## src/verilog/rename_pkg.sv

```systemverilog
// shared sizes, types and reset constants for the two-wide register rename slice, import where needed
`default_nettype none

package rename_pkg;

  //////////////////////////////////////////////////////////////////////
  // sizes
  //////////////////////////////////////////////////////////////////////

  localparam int ARCH_REGS   = 32;
  localparam int PHYS_REGS   = 64;
  localparam int AREG_W      = 5;
  localparam int PREG_W      = 6;
  localparam int GROUP_WIDTH = 2;
  localparam int CREDIT_MAX  = 4;  // groups the dispatch buffer can hold
  localparam int CREDIT_W    = $clog2(CREDIT_MAX + 1);

  // after reset the upper half of the physical file is free
  localparam int FREE_FIRST       = ARCH_REGS;
  localparam int FREE_RESET_COUNT = PHYS_REGS - ARCH_REGS;

  //////////////////////////////////////////////////////////////////////
  // types
  //////////////////////////////////////////////////////////////////////

  typedef enum logic [2:0] {
    CLASS_ALU,
    CLASS_LOAD,
    CLASS_STORE,
    CLASS_BRANCH,
    CLASS_JUMP,
    CLASS_SYSTEM
  } instr_class_t;

  typedef struct packed {
    logic [AREG_W-1:0] rd;
    logic [AREG_W-1:0] rs1;
    logic [AREG_W-1:0] rs2;
  } arch_regs_t;

  typedef struct packed {
    logic         valid;
    logic [31:0]  address;
    logic [31:0]  immediate;
    instr_class_t instr_class;
    arch_regs_t   regs;
    logic         writes;  // slot writes rd
    logic         jumps;   // branch or jump, may redirect fetch
  } instr_info_t;

  typedef struct packed {
    logic              valid;
    logic [31:0]       address;
    logic [31:0]       immediate;
    instr_class_t      instr_class;
    logic [PREG_W-1:0] prd;
    logic [PREG_W-1:0] prs1;
    logic [PREG_W-1:0] prs2;
    logic [PREG_W-1:0] old_prd;  // released when this slot retires
    logic              writes;
    logic              jumps;
  } renamed_t;

  localparam arch_regs_t  REGS_CLEAR    = '0;
  localparam instr_info_t INSTR_CLEAR   = '0;
  localparam renamed_t    RENAMED_CLEAR = '0;

endpackage

`default_nettype wire

```

## src/verilog/instr_info_if.sv

```systemverilog
// one decoded two-slot instruction group with its speculation tag, driven by the top and read by rename
`timescale 1ns/1ps
`default_nettype none

interface instr_info_if;
  import rename_pkg::*;

  instr_info_t slot [GROUP_WIDTH];  // slot 0 is older in program order
  logic        tag;

  // producer side, filled from the decoder ports
  modport src (
    output slot,
    output tag
  );

  // consumer side, the rename stage
  modport snk (
    input slot,
    input tag
  );

endinterface

`default_nettype wire

```

## src/verilog/alias_table.sv

```systemverilog
// architectural to physical register map with two-slot lookup, in-group forwarding and update
`timescale 1ns/1ps
`default_nettype none

module alias_table (
  input  wire                                 i_clock,
  input  wire                                 i_reset,
  input  wire rename_pkg::arch_regs_t         i_query_regs [rename_pkg::GROUP_WIDTH],
  input  wire [rename_pkg::GROUP_WIDTH-1:0]   i_query_rename,
  input  wire [rename_pkg::PREG_W-1:0]        i_alloc_preg [rename_pkg::GROUP_WIDTH],
  output logic [rename_pkg::PREG_W-1:0]       o_prs1 [rename_pkg::GROUP_WIDTH],
  output logic [rename_pkg::PREG_W-1:0]       o_prs2 [rename_pkg::GROUP_WIDTH],
  output logic [rename_pkg::PREG_W-1:0]       o_old_prd [rename_pkg::GROUP_WIDTH]
);
  import rename_pkg::*;

  logic [PREG_W-1:0] map_q [ARCH_REGS];

  logic fwd_rs1;
  logic fwd_rs2;
  logic fwd_rd;

  //////////////////////////////////////////////////////////////////////
  // lookup
  //////////////////////////////////////////////////////////////////////

  // slot 1 is younger and must see slot 0's new destination
  assign fwd_rs1 = i_query_rename[0] && (i_query_regs[1].rs1 == i_query_regs[0].rd);
  assign fwd_rs2 = i_query_rename[0] && (i_query_regs[1].rs2 == i_query_regs[0].rd);
  assign fwd_rd  = i_query_rename[0] && (i_query_regs[1].rd == i_query_regs[0].rd);

  always_comb begin
    o_prs1[0]    = map_q[i_query_regs[0].rs1];
    o_prs2[0]    = map_q[i_query_regs[0].rs2];
    o_old_prd[0] = map_q[i_query_regs[0].rd];

    o_prs1[1] = fwd_rs1 ? i_alloc_preg[0] : map_q[i_query_regs[1].rs1];
    o_prs2[1] = fwd_rs2 ? i_alloc_preg[0] : map_q[i_query_regs[1].rs2];

    // same rd twice in a group, so slot 1 frees slot 0's register at retire
    o_old_prd[1] = fwd_rd ? i_alloc_preg[0] : map_q[i_query_regs[1].rd];
  end

  //////////////////////////////////////////////////////////////////////
  // update
  //////////////////////////////////////////////////////////////////////

  always_ff @(posedge i_clock) begin
    if (i_reset) begin
      for (int i = 0; i < ARCH_REGS; i++) begin
        map_q[i] <= PREG_W'(i);  // identity map, x0 lands on physical 0
      end
    end else begin
      if (i_query_rename[0] && (i_query_regs[0].rd != '0)) begin
        map_q[i_query_regs[0].rd] <= i_alloc_preg[0];
      end
      // written second so slot 1 wins on a shared rd
      if (i_query_rename[1] && (i_query_regs[1].rd != '0)) begin
        map_q[i_query_regs[1].rd] <= i_alloc_preg[1];
      end
    end
  end

endmodule

`default_nettype wire

```

## src/verilog/free_list.sv

```systemverilog
// circular FIFO of free physical registers, two pops and one push per cycle, with a fill count
`timescale 1ns/1ps
`default_nettype none

module free_list (
  input  wire                                i_clock,
  input  wire                                i_reset,
  input  wire  [rename_pkg::GROUP_WIDTH-1:0] i_pop,
  input  wire                                i_push,
  input  wire  [rename_pkg::PREG_W-1:0]      i_push_preg,
  output logic [rename_pkg::PREG_W-1:0]      o_alloc_preg [rename_pkg::GROUP_WIDTH],
  output logic [rename_pkg::PREG_W:0]        o_count
);
  import rename_pkg::*;

  logic [PREG_W-1:0] mem_q [PHYS_REGS];
  logic [PREG_W-1:0] head_q;
  logic [PREG_W-1:0] tail_q;
  logic [PREG_W:0]   count_q;

  logic [PREG_W-1:0] head_next;
  logic [1:0]        pop_count;
  logic              push_ok;

  assign head_next = head_q + PREG_W'(1);  // pointers wrap on their own width
  assign pop_count = {1'b0, i_pop[0]} + {1'b0, i_pop[1]};
  assign push_ok   = i_push && (count_q != PHYS_REGS[PREG_W:0]);  // full list drops the push

  // slot 1 takes the head when slot 0 does not allocate
  assign o_alloc_preg[0] = mem_q[head_q];
  assign o_alloc_preg[1] = i_pop[0] ? mem_q[head_next] : mem_q[head_q];
  assign o_count         = count_q;

  //////////////////////////////////////////////////////////////////////
  // pointers and storage
  //////////////////////////////////////////////////////////////////////

  always_ff @(posedge i_clock) begin
    if (i_reset) begin
      head_q  <= '0;
      tail_q  <= FREE_RESET_COUNT[PREG_W-1:0];
      count_q <= FREE_RESET_COUNT[PREG_W:0];
      for (int i = 0; i < FREE_RESET_COUNT; i++) begin
        mem_q[i] <= PREG_W'(FREE_FIRST + i);
      end
    end else begin
      if (push_ok) begin
        mem_q[tail_q] <= i_push_preg;
        tail_q        <= tail_q + PREG_W'(1);
      end
      head_q  <= head_q + {{(PREG_W - 2){1'b0}}, pop_count};
      count_q <= count_q + {{PREG_W{1'b0}}, push_ok} - {{(PREG_W - 1){1'b0}}, pop_count};
    end
  end

endmodule

`default_nettype wire

```

## src/verilog/rename_stage.sv

```systemverilog
// rename front stage that checks free registers and credits, then latches the query and the group
`timescale 1ns/1ps
`default_nettype none

module rename_stage (
  input  wire                                   i_clock,
  input  wire                                   i_reset,
  input  wire  [rename_pkg::PREG_W:0]           i_free_count,
  input  wire                                   i_credit_ok,
  instr_info_if.snk                             i_group,
  output logic                                  o_ready,
  output rename_pkg::arch_regs_t                o_query_regs [rename_pkg::GROUP_WIDTH],
  output logic [rename_pkg::GROUP_WIDTH-1:0]    o_query_rename,
  output logic                                  o_query_tag,
  output rename_pkg::instr_info_t               o_pass [rename_pkg::GROUP_WIDTH]
);
  import rename_pkg::*;

  logic [GROUP_WIDTH-1:0] wants_reg;
  logic [1:0]             need_count;
  logic [1:0]             pending_count;
  logic [PREG_W:0]        free_avail;
  logic                   capacity_ok;
  logic                   started_q;

  //////////////////////////////////////////////////////////////////////
  // capacity check
  //////////////////////////////////////////////////////////////////////

  always_comb begin
    need_count    = '0;
    pending_count = '0;
    for (int s = 0; s < GROUP_WIDTH; s++) begin
      // x0 is hardwired and never takes a new register
      wants_reg[s]  = i_group.slot[s].valid && i_group.slot[s].writes &&
                      (i_group.slot[s].regs.rd != '0);
      need_count    = need_count + {1'b0, wants_reg[s]};
      pending_count = pending_count + {1'b0, o_query_rename[s]};
    end
  end

  // the latched query pops its registers on the coming edge, so they are already spoken for
  assign free_avail  = i_free_count - {{(PREG_W - 1){1'b0}}, pending_count};
  assign capacity_ok = free_avail >= {{(PREG_W - 1){1'b0}}, need_count};
  assign o_ready     = started_q && i_credit_ok && capacity_ok;

  always_ff @(posedge i_clock) begin
    if (i_reset) begin
      started_q <= 1'b0;  // hold off the source for the first cycle out of reset
    end else begin
      started_q <= 1'b1;
    end
  end

  //////////////////////////////////////////////////////////////////////
  // query and pass-through registers
  //////////////////////////////////////////////////////////////////////

  always_ff @(posedge i_clock) begin
    if (i_reset) begin
      for (int s = 0; s < GROUP_WIDTH; s++) begin
        o_query_regs[s]   <= REGS_CLEAR;
        o_query_rename[s] <= 1'b0;
        o_pass[s]         <= INSTR_CLEAR;
      end
      o_query_tag <= 1'b0;
    end else if (o_ready) begin
      for (int s = 0; s < GROUP_WIDTH; s++) begin
        o_query_regs[s]   <= i_group.slot[s].regs;
        o_query_rename[s] <= wants_reg[s];
        o_pass[s]         <= i_group.slot[s];
      end
      o_query_tag <= i_group.tag;  // tag rides with the query
    end else begin
      // source is stalled, send a bubble down
      for (int s = 0; s < GROUP_WIDTH; s++) begin
        o_query_regs[s]   <= REGS_CLEAR;
        o_query_rename[s] <= 1'b0;
        o_pass[s]         <= INSTR_CLEAR;
      end
      o_query_tag <= 1'b0;
    end
  end

endmodule

`default_nettype wire

```

## src/verilog/rename_top.sv

```systemverilog
// top of the rename slice, ties stage, alias table, free list and the dispatch credit counter to ports
`timescale 1ns/1ps
`default_nettype none

module rename_top (
  input  wire                                i_clock,
  input  wire                                i_reset,
  input  wire                                i_valid     [rename_pkg::GROUP_WIDTH],
  input  wire [31:0]                         i_address   [rename_pkg::GROUP_WIDTH],
  input  wire [31:0]                         i_immediate [rename_pkg::GROUP_WIDTH],
  input  wire rename_pkg::instr_class_t      i_class     [rename_pkg::GROUP_WIDTH],
  input  wire [rename_pkg::AREG_W-1:0]       i_rd        [rename_pkg::GROUP_WIDTH],
  input  wire [rename_pkg::AREG_W-1:0]       i_rs1       [rename_pkg::GROUP_WIDTH],
  input  wire [rename_pkg::AREG_W-1:0]       i_rs2       [rename_pkg::GROUP_WIDTH],
  input  wire                                i_writes    [rename_pkg::GROUP_WIDTH],
  input  wire                                i_jumps     [rename_pkg::GROUP_WIDTH],
  input  wire                                i_tag,
  input  wire                                i_credit_return,
  input  wire                                i_free_valid,
  input  wire [rename_pkg::PREG_W-1:0]       i_free_preg,
  output logic                               o_ready,
  output logic                               o_out_valid,
  output logic                               o_branch,
  output logic                               o_tag,
  output logic                               o_slot_valid [rename_pkg::GROUP_WIDTH],
  output logic [rename_pkg::PREG_W-1:0]      o_prd        [rename_pkg::GROUP_WIDTH],
  output logic [rename_pkg::PREG_W-1:0]      o_prs1       [rename_pkg::GROUP_WIDTH],
  output logic [rename_pkg::PREG_W-1:0]      o_prs2       [rename_pkg::GROUP_WIDTH],
  output logic [rename_pkg::PREG_W-1:0]      o_old_prd    [rename_pkg::GROUP_WIDTH],
  output rename_pkg::instr_class_t           o_class      [rename_pkg::GROUP_WIDTH]
);
  import rename_pkg::*;

  instr_info_if group_if ();

  arch_regs_t             query_regs [GROUP_WIDTH];
  logic [GROUP_WIDTH-1:0] query_rename;
  logic                   query_tag;
  instr_info_t            pass [GROUP_WIDTH];
  logic [PREG_W-1:0]      alloc_preg [GROUP_WIDTH];
  logic [PREG_W-1:0]      prs1 [GROUP_WIDTH];
  logic [PREG_W-1:0]      prs2 [GROUP_WIDTH];
  logic [PREG_W-1:0]      old_prd [GROUP_WIDTH];
  logic [PREG_W:0]        free_count;
  logic [CREDIT_W-1:0]    credit_q;
  logic                   credit_ok;
  logic                   group_taken;
  renamed_t               out_q [GROUP_WIDTH];
  logic                   tag_q;

  always_comb begin
    for (int s = 0; s < GROUP_WIDTH; s++) begin
      group_if.slot[s].valid       = i_valid[s];
      group_if.slot[s].address     = i_address[s];
      group_if.slot[s].immediate   = i_immediate[s];
      group_if.slot[s].instr_class = i_class[s];
      group_if.slot[s].regs.rd     = i_rd[s];
      group_if.slot[s].regs.rs1    = i_rs1[s];
      group_if.slot[s].regs.rs2    = i_rs2[s];
      group_if.slot[s].writes      = i_writes[s];
      group_if.slot[s].jumps       = i_jumps[s];
    end
  end
  assign group_if.tag = i_tag;

  rename_stage stage_i (
    .i_clock(i_clock), .i_reset(i_reset), .i_free_count(free_count),
    .i_credit_ok(credit_ok), .i_group(group_if.snk), .o_ready(o_ready),
    .o_query_regs(query_regs), .o_query_rename(query_rename),
    .o_query_tag(query_tag), .o_pass(pass)
  );

  alias_table rat_i (
    .i_clock(i_clock), .i_reset(i_reset), .i_query_regs(query_regs),
    .i_query_rename(query_rename), .i_alloc_preg(alloc_preg),
    .o_prs1(prs1), .o_prs2(prs2), .o_old_prd(old_prd)
  );

  free_list free_i (
    .i_clock(i_clock), .i_reset(i_reset), .i_pop(query_rename),
    .i_push(i_free_valid), .i_push_preg(i_free_preg),
    .o_alloc_preg(alloc_preg), .o_count(free_count)
  );

  //////////////////////////////////////////////////////////////////////
  // dispatch credits, taken when a group is accepted
  //////////////////////////////////////////////////////////////////////

  assign group_taken = o_ready && (i_valid[0] || i_valid[1]);
  assign credit_ok   = credit_q != '0;

  always_ff @(posedge i_clock) begin
    if (i_reset) begin
      credit_q <= CREDIT_MAX[CREDIT_W-1:0];
    end else begin
      case ({group_taken, i_credit_return})
        2'b10: credit_q <= credit_q - CREDIT_W'(1);
        2'b01: begin
          if (credit_q != CREDIT_MAX[CREDIT_W-1:0]) begin
            credit_q <= credit_q + CREDIT_W'(1);  // extra returns are ignored
          end
        end
        default: credit_q <= credit_q;  // both or neither cancel out
      endcase
    end
  end

  // output group, fields from the stage merged with the map lookup
  always_ff @(posedge i_clock) begin
    if (i_reset) begin
      for (int s = 0; s < GROUP_WIDTH; s++) begin
        out_q[s] <= RENAMED_CLEAR;
      end
      tag_q <= 1'b0;
    end else begin
      for (int s = 0; s < GROUP_WIDTH; s++) begin
        out_q[s].valid       <= pass[s].valid;
        out_q[s].address     <= pass[s].address;
        out_q[s].immediate   <= pass[s].immediate;
        out_q[s].instr_class <= pass[s].instr_class;
        out_q[s].prd         <= query_rename[s] ? alloc_preg[s] : '0;
        out_q[s].prs1        <= prs1[s];
        out_q[s].prs2        <= prs2[s];
        out_q[s].old_prd     <= old_prd[s];
        out_q[s].writes      <= pass[s].writes;
        out_q[s].jumps       <= pass[s].jumps;
      end
      tag_q <= query_tag;
    end
  end

  assign o_out_valid = out_q[0].valid || out_q[1].valid;
  assign o_branch    = (out_q[0].valid && out_q[0].jumps) || (out_q[1].valid && out_q[1].jumps);
  assign o_tag       = tag_q;

  always_comb begin
    for (int s = 0; s < GROUP_WIDTH; s++) begin
      o_slot_valid[s] = out_q[s].valid;
      o_prd[s]        = out_q[s].prd;
      o_prs1[s]       = out_q[s].prs1;
      o_prs2[s]       = out_q[s].prs2;
      o_old_prd[s]    = out_q[s].old_prd;
      o_class[s]      = out_q[s].instr_class;
    end
  end

endmodule

`default_nettype wire
```

## config.mk

```make
export PLATFORM = sky130hd
export DESIGN_NAME = rename_top
export DESIGN_NICKNAME = d
export VERILOG_FILES = /design/src/verilog/rename_pkg.sv /design/src/verilog/instr_info_if.sv /design/src/verilog/alias_table.sv /design/src/verilog/free_list.sv /design/src/verilog/rename_stage.sv /design/src/verilog/rename_top.sv
export SDC_FILE = /design/constraint.sdc
export NUM_CORES = 2
export LEC_CHECK = 0
export ABC_AREA = 0
export ABC_CLOCK_PERIOD_IN_PS = 9090
export BUFFER_PORTS_ARGS = -buffer_cell sky130_fd_sc_hd__buf_4
export CORE_ASPECT_RATIO = 1.4
export CORE_MARGIN = 2
export CORE_UTILIZATION = 45
export DETAILED_ROUTE_END_ITERATION = 6
export PLACE_DENSITY_LB_ADDON = 0.12
export SYNTH_ARGS = -nofsm -noshare
export SYNTH_HDL_FRONTEND = slang
export SYNTH_SLANG_ARGS = --single-unit
```

## constraint.sdc

```tcl
create_clock -name i_clock -period 9.09 [get_ports i_clock]
set_input_delay 1.3635 -clock i_clock [delete_from_list [all_inputs] [get_ports i_clock]]
set_output_delay 1.3635 -clock i_clock [all_outputs]
set_load 0.03 [all_outputs]
```

# ---- After elaboration in Yosys (flattened, before gate mapping)
# Memory sizes are Yosys's and may differ from the RTL's. A register that Yosys moved wholly into a read port is not among the register bits.
# Cells that the tools add are included.
dict set report op_classes {
  n_eq_ne 8
  mux 56
  magnitude_cmp 1
  bitwise_logic 21
  add_sub_neg 10
  reduce_logical 29
}
# operator count
set ops {}
lappend ops {{32-bit two-way mux} 4}
lappend ops {{6-bit two-way mux} 19}
lappend ops {{5-bit two-way mux} 8}
lappend ops {{1-bit two-way mux} 21}
lappend ops {{1-bit bitwise OR} 20}
lappend ops {{5-bit nonzero test} 4}
lappend ops {{6-bit OR reduction} 3}
lappend ops {{5-bit equality test} 3}
lappend ops {{1-bit logical AND} 15}
lappend ops {{7-bit by 2-bit subtractor with 7-bit output} 2}
lappend ops {{6-bit by 1-bit adder with 6-bit output (second input constant)} 2}
lappend ops {{3-bit two-way mux} 3}
lappend ops {{7-bit by 1-bit adder with 7-bit output} 1}
lappend ops {{7-bit by 2-bit >= comparator with 1-bit output} 1}
lappend ops {{7-bit != test (second input constant)} 1}
lappend ops {{6-bit by 2-bit adder with 6-bit output} 1}
lappend ops {{3-bit case mux with 2 select lines} 1}
lappend ops {{1-bit by 1-bit adder with 2-bit output} 2}
lappend ops {{3-bit by 1-bit adder with 3-bit output (second input constant)} 1}
lappend ops {{1-bit logical OR} 3}
lappend ops {{3-bit != test (second input constant)} 1}
lappend ops {{3-bit nonzero test} 1}
lappend ops {{3-bit by 1-bit subtractor with 3-bit output (second input constant)} 1}
lappend ops {{2-bit by 1-bit equality test with 1-bit output (second input constant)} 1}
lappend ops {{6 further kinds} 6}
dict set report word_totals {
  elab_cells 152
  ff_bits 187
  ram_bits 764
  output_inout_bits 60
  n_memories 3
}
# memory depth width read_ports rd_clocked_by_memory_dff wr line_no
set mem_list {}
lappend mem_list {free_i.mem_q 64 6 2 1 32 free_list.sv:16} ;# logic [PREG_W-1:0] mem_q [PHYS_REGS];
lappend mem_list {rat_i.map_q 32 6 6 6 32 alias_table.sv:17} ;# logic [PREG_W-1:0] map_q [ARCH_REGS];
lappend mem_list {out_q 2 94 2 0 2 rename_top.sv:48} ;# renamed_t out_q [GROUP_WIDTH];

# ---- Longest topological paths before layout
dict set report depth {
  ltp_word 9
  mapped_depth 16
}

# ---- Cells and area by module
# Synthesis repeated with hierarchy kept, for this count alone.
dict set report hier_totals {
  cells_unflattened 3498
  area_unflattened_um2 46225.6
}
# mod seq_area_each_um2 cells_per_inst n_inst area_per_inst_um2
set modules_own_cells {}
lappend modules_own_cells {free_list 11911.4 1503 1 21040.2}
lappend modules_own_cells {alias_table 5765.5 1368 1 17837.1}
lappend modules_own_cells {rename_stage 3483.3 423 1 5124.9}
lappend modules_own_cells {rename_top 1241.2 204 1 2223.4}

# ---- Worst setup path before layout
# Ideal clock, no wire load.
dict set report synth_timing {
  kind {input -> output}
  startpoint {input i_rd[6] in the netlist's numbering}
  endpoint {output o_ready}
  required_time_ps 7727
  cell_stages 10
  path_slack_ps 3538
  t_arrival_ps 4189
  path_cell_list {or3_1 o311a_1 ha_1 ha_1 nand2b_1 a211oi_1 o21ai_0 or4b_2 o21a_1 clkbuf_1}
}
dict set report synth_between {
  elab_chain_len 5
}
# item line_no
set synth_rtl {}
lappend synth_rtl {{start, declared} rename_top.sv:12} ;# input wire [rename_pkg::AREG_W-1:0] i_rd [rename_pkg::GROUP_WIDTH],
lappend synth_rtl {{5-bit nonzero test} rename_stage.sv:36} ;# (i_group.slot[s].regs.rd != '0);
lappend synth_rtl {{1-bit logical AND} rename_stage.sv:35} ;# wants_reg[s] = i_group.slot[s].valid && i_group.slot[s].writes &&
lappend synth_rtl {{named net stage_i.wants_reg[0]} rename_stage.sv:19} ;# logic [GROUP_WIDTH-1:0] wants_reg;
lappend synth_rtl {{1-bit by 1-bit adder with 2-bit output} rename_stage.sv:37} ;# need_count = need_count + {1'b0, wants_reg[s]};
lappend synth_rtl {{7-bit by 2-bit >= comparator with 1-bit output} rename_stage.sv:44} ;# assign capacity_ok = free_avail >= {{(PREG_W - 1){1'b0}}, need_count};
lappend synth_rtl {{1-bit logical AND} rename_stage.sv:45} ;# assign o_ready = started_q && i_credit_ok && capacity_ok;
lappend synth_rtl {{end, declared} rename_top.sv:21} ;# output logic o_ready,
# The timed path passes the listed nets, and every way through them passes these cells.

# ---- Worst setup path in the final report
dict set report layout_timing {
  startpoint {input i_rd[1] in the netlist's numbering}
  endpoint {output o_ready}
}
# Same word-level chain as after synthesis.

==> impl_results.md <==
- Run status: complete, no violations
- Critical setup path kind: in -> out
- CP bufs+invs: 3
- Startpoint types: input port
- Routed WL: ~160,000 um
- Antenna violation net count after detailed routing: 0
- Highest Signal Layer: met5
- Slew headroom: about 13%
- Leakage power summed over all cells: approximately 14 nW
- Fill cell count: about 8,000
- Input/output buffers: 112
- Number of hold buffers added after CTS: 0
- Count of max-cap constraint violations: 0
- Tot Pwr: about 8.4 mW
- Mean instance size in the synthesized netlist: ~13 um^2
- Maximum fanout encountered on the critical timing path: 44
- Post-DP Area: between 0.04 and 0.05 mm^2
- Crit path arrival time: approximately 4700 ps
- FF+latch count, synth: between 700 and 800
- Nets: about 3,400
- Via count of the first global-routing pass: about 32,000
- Die Y: 370 um
- Number of violations reported at the end of detailed-routing iteration 0: 4,019
- Finished Cell Area: around 0.047 mm^2
- Top library cells by usage in the layout, fill and taps aside: 576 x edfxtp_1, 493 x mux4_2, 236 x nand2_1
- Avg Vias per Cell: 7.09
- Starting density of the core: a little under half
- Hold Path Class: reg -> reg
- Width of the die: 265 um
- Proportion of synthesized flip-flops having asynchronous set or reset: 0%
- RR Startpoint: free_i.head_q[1]$_SDFF_PP0_
- Count of flip-flops with a built-in enable after synthesis: 576
- Number of sinks on the clock net: 701
- CTS root buf: clkbuf_16
- Number of cells on the worst reg-to-reg path: 9
- End of the worst register-to-register path: out_q[1][23]$_SDFF_PP0_
- Hold Fails Final Rpt: 0
- Clock latency of the later-clocked register in the worst-skew pair: approximately 670 ps
- Most common cell type on the critical path: buf_4
- Required @ worst endpoint: 7730 ps
- Hold path start: stage_i.o_pass[0]$_SDFF_PP0_
- # setup viols final: 0
- Met2 wire len: 76,800 um
- Overall overflow remaining after global route: 0
- Max Clk Rate: approximately 160 MHz
- Crit. End Element: output pin
- Unrepaired setup endpoints after global routing: no
- Routed via count: approximately 31,000
- Global-route usage over all layers: between 30% and 40%
- Initial antenna violation count: 3
- CP peak stage delay: 700 ps
- Row cnt: between 100 and 150
- Dominant register cell in the synthesized netlist: edfxtp_1
- Average wire per cell in the routed design: approximately 35 um
- Hold Crit Depth: 1
- Total power density per cell area: 179 mW/mm^2
- Leading cell type in the layout, fill and taps excluded: edfxtp_1
- Post-DP HPWL: around 110,000 um
- Critical path cell sequence: buf_4, or3_1, o311a_1, ha_1, ha_1, nand2b_1, a211oi_1, o21ai_0, or4b_2, o21a_1, buf_4, buf_4
- Clock transition time at the flip-flop clock pins of the worst setup and hold paths: roughly 60 ps
- Layout Utilization: between 40 and 50%
- Final setup skew: approximately 22 ps
- Slowest cell on crit path: or4b_2
- Routability congestion estimate: between 1 and 1.5
- Count of distinct cell types in the synthesized netlist: between 80 and 90
- TritonCTS clock tree: built
- Worst slack at placement: roughly 3000 ps
- Post-cts sizing count: 0
- I/O Pins: around 240
- Fraction of layout instances using a drive strength above 1: 27.9%
- Maximum ir drop on the vdd rail: 157 uV
- Die area: between 0.09 and 0.1 mm^2
- First drt pass iteration count: 6
- CTS H-Tree Depth: 3
- Max Root-Sink Buffers: 3
- Tmin final: 6090 ps
- Family with the most delay on the worst path: simple AND/OR/NAND/NOR gates
- Seq/Total Area, Yosys: a little under half
- Final number of max-transition violations: 0
- DR DRC count: 0
- Global-route wire length before repair: between 200,000 and 250,000 um
- Synthesis Warnings: 0
- Total setup buffers inserted after CTS: 0
- Met3 wire length: between 10,000 and 15,000 um
- Floorplan core area: between 0.09 and 0.1 mm^2
- Register-to-register setup slack: around 3400 ps
- Transition at the pin with the smallest max-transition slack: roughly 1300 ps
- Gate count after technology mapping: approximately 3,300
- Post-layout worst setup margin: between 3000 and 4000 ps
- Layout area overhead: 8.60%
- Total standard cell area after synthesis: ~0.043 mm^2
- Hold worst-path end: out_q[1][0]$_SDFF_PP0_
- Pin count of the biggest net entering global routing: 94
- Ratio of final minimum period to clock period: between 60% and 70%
- Setup_tns: 0 ps
- CTS Buf Count: 74
- Wire length on met1: just over 50,000 um
layer usage:
metal  vias up  track usage (%)
met3       577             5.37
li1      12777                -
met5         -                0
met4         2             24.3
met1     15829             36.7
met2      2186             53.3
cell usage after synthesis (18+ instances only):
master,count,area share (%)
a22oi_1,42,0.73
nand2_1,236,2.1
nor2_1,237,2.1
clkbuf_1,186,1.6
inv_1,48,0.42
a21oi_1,44,0.51
mux2i_1,83,1.9
a32oi_1,23,0.47
o21ai_0,113,1.3
nand3_1,42,0.49
buf_1,40,0.35
dfxtp_1,125,5.8
nor3_1,77,0.90
o22ai_2,19,0.55
or3_1,102,1.5
mux2_2,24,0.63
a31oi_1,25,0.36
buf_4,78,1.4
mux4_2,493,26
xnor2_1,22,0.45
and3_1,63,0.92
buf_2,67,0.78
and2_1,40,0.58
a211oi_1,53,0.92
ha_1,24,0.70
nor4_1,18,0.26
nor2b_1,39,0.57
a21boi_0,19,0.33
o22ai_1,95,1.4
edfxtp_1,576,40
where the power goes:
part	switching [mW]	internal (mW)	total, mW
logic	0.913	0.627	1.54
registers	0.116	3.57	3.68
clock network	1.34	1.83	3.17
registers in the layout, indices dropped and copies added (netlist names), named ones only:
name and count:
free_i.head_q 6, credit_q 3, stage_i.o_query_rename 2, stage_i.o_query_regs 20, free_i.mem_q 384, o_tag 1, free_i.tail_q 6, out_q 58
stage_i.o_query_tag 1, rat_i.map_q 192, free_i.o_count 7, stage_i.o_pass 10, stage_i.started_q 1
how the worst max path moves through the flow:
stage            start       to  slack (ps)  cells after the start
2_1_floorplan  i_rd[6]  o_ready        3540                     10
3_3_place_gp   i_rd[1]  o_ready        2940                     12
3_5_place_dp   i_rd[1]  o_ready        3000                     12
4_1_cts        i_rd[1]  o_ready        2980                     12
5_1_grt        i_rd[1]  o_ready        2800                     12
6_report       i_rd[1]  o_ready        3000                     12
layout make-up:
type / count / area, um^2 / share of cell area [%]
clock inverter: 40 / 462 / 0.988
antenna: 1 / 2.50 / 0.00535
multi-input combinational: 2121 / 21200 / 45.4
inverter: 52 / 195 / 0.418
clock buffer: 92 / 2000 / 4.29
sequential: 701 / 19800 / 42.5
timing repair buffer: 194 / 1470 / 3.14
tap: 1224 / 1530 / 3.28
logic make-up after synthesis:
group | Yosys count | share of synthesized area [%]
fa+ha+maj | 27 | 0.837
other cells | 1 | 0.00871
mux | 601 | 28.4
compound gates | 539 | 8.73
flops | 701 | 46.0
simple gates | 914 | 10.3
buf+inv | 438 | 5.00
xor+xnor | 34 | 0.692
metrics by stage:
step | hold WS, ps | cells
floorplan | 414 | 3260
global placement | 418 | 4292
detailed placement | 425 | 4292
CTS | 439 | 4424
global route | 457 | 4424
finish | 439 | 4425
No activity file was read; power rests on OpenSTA's default activity.
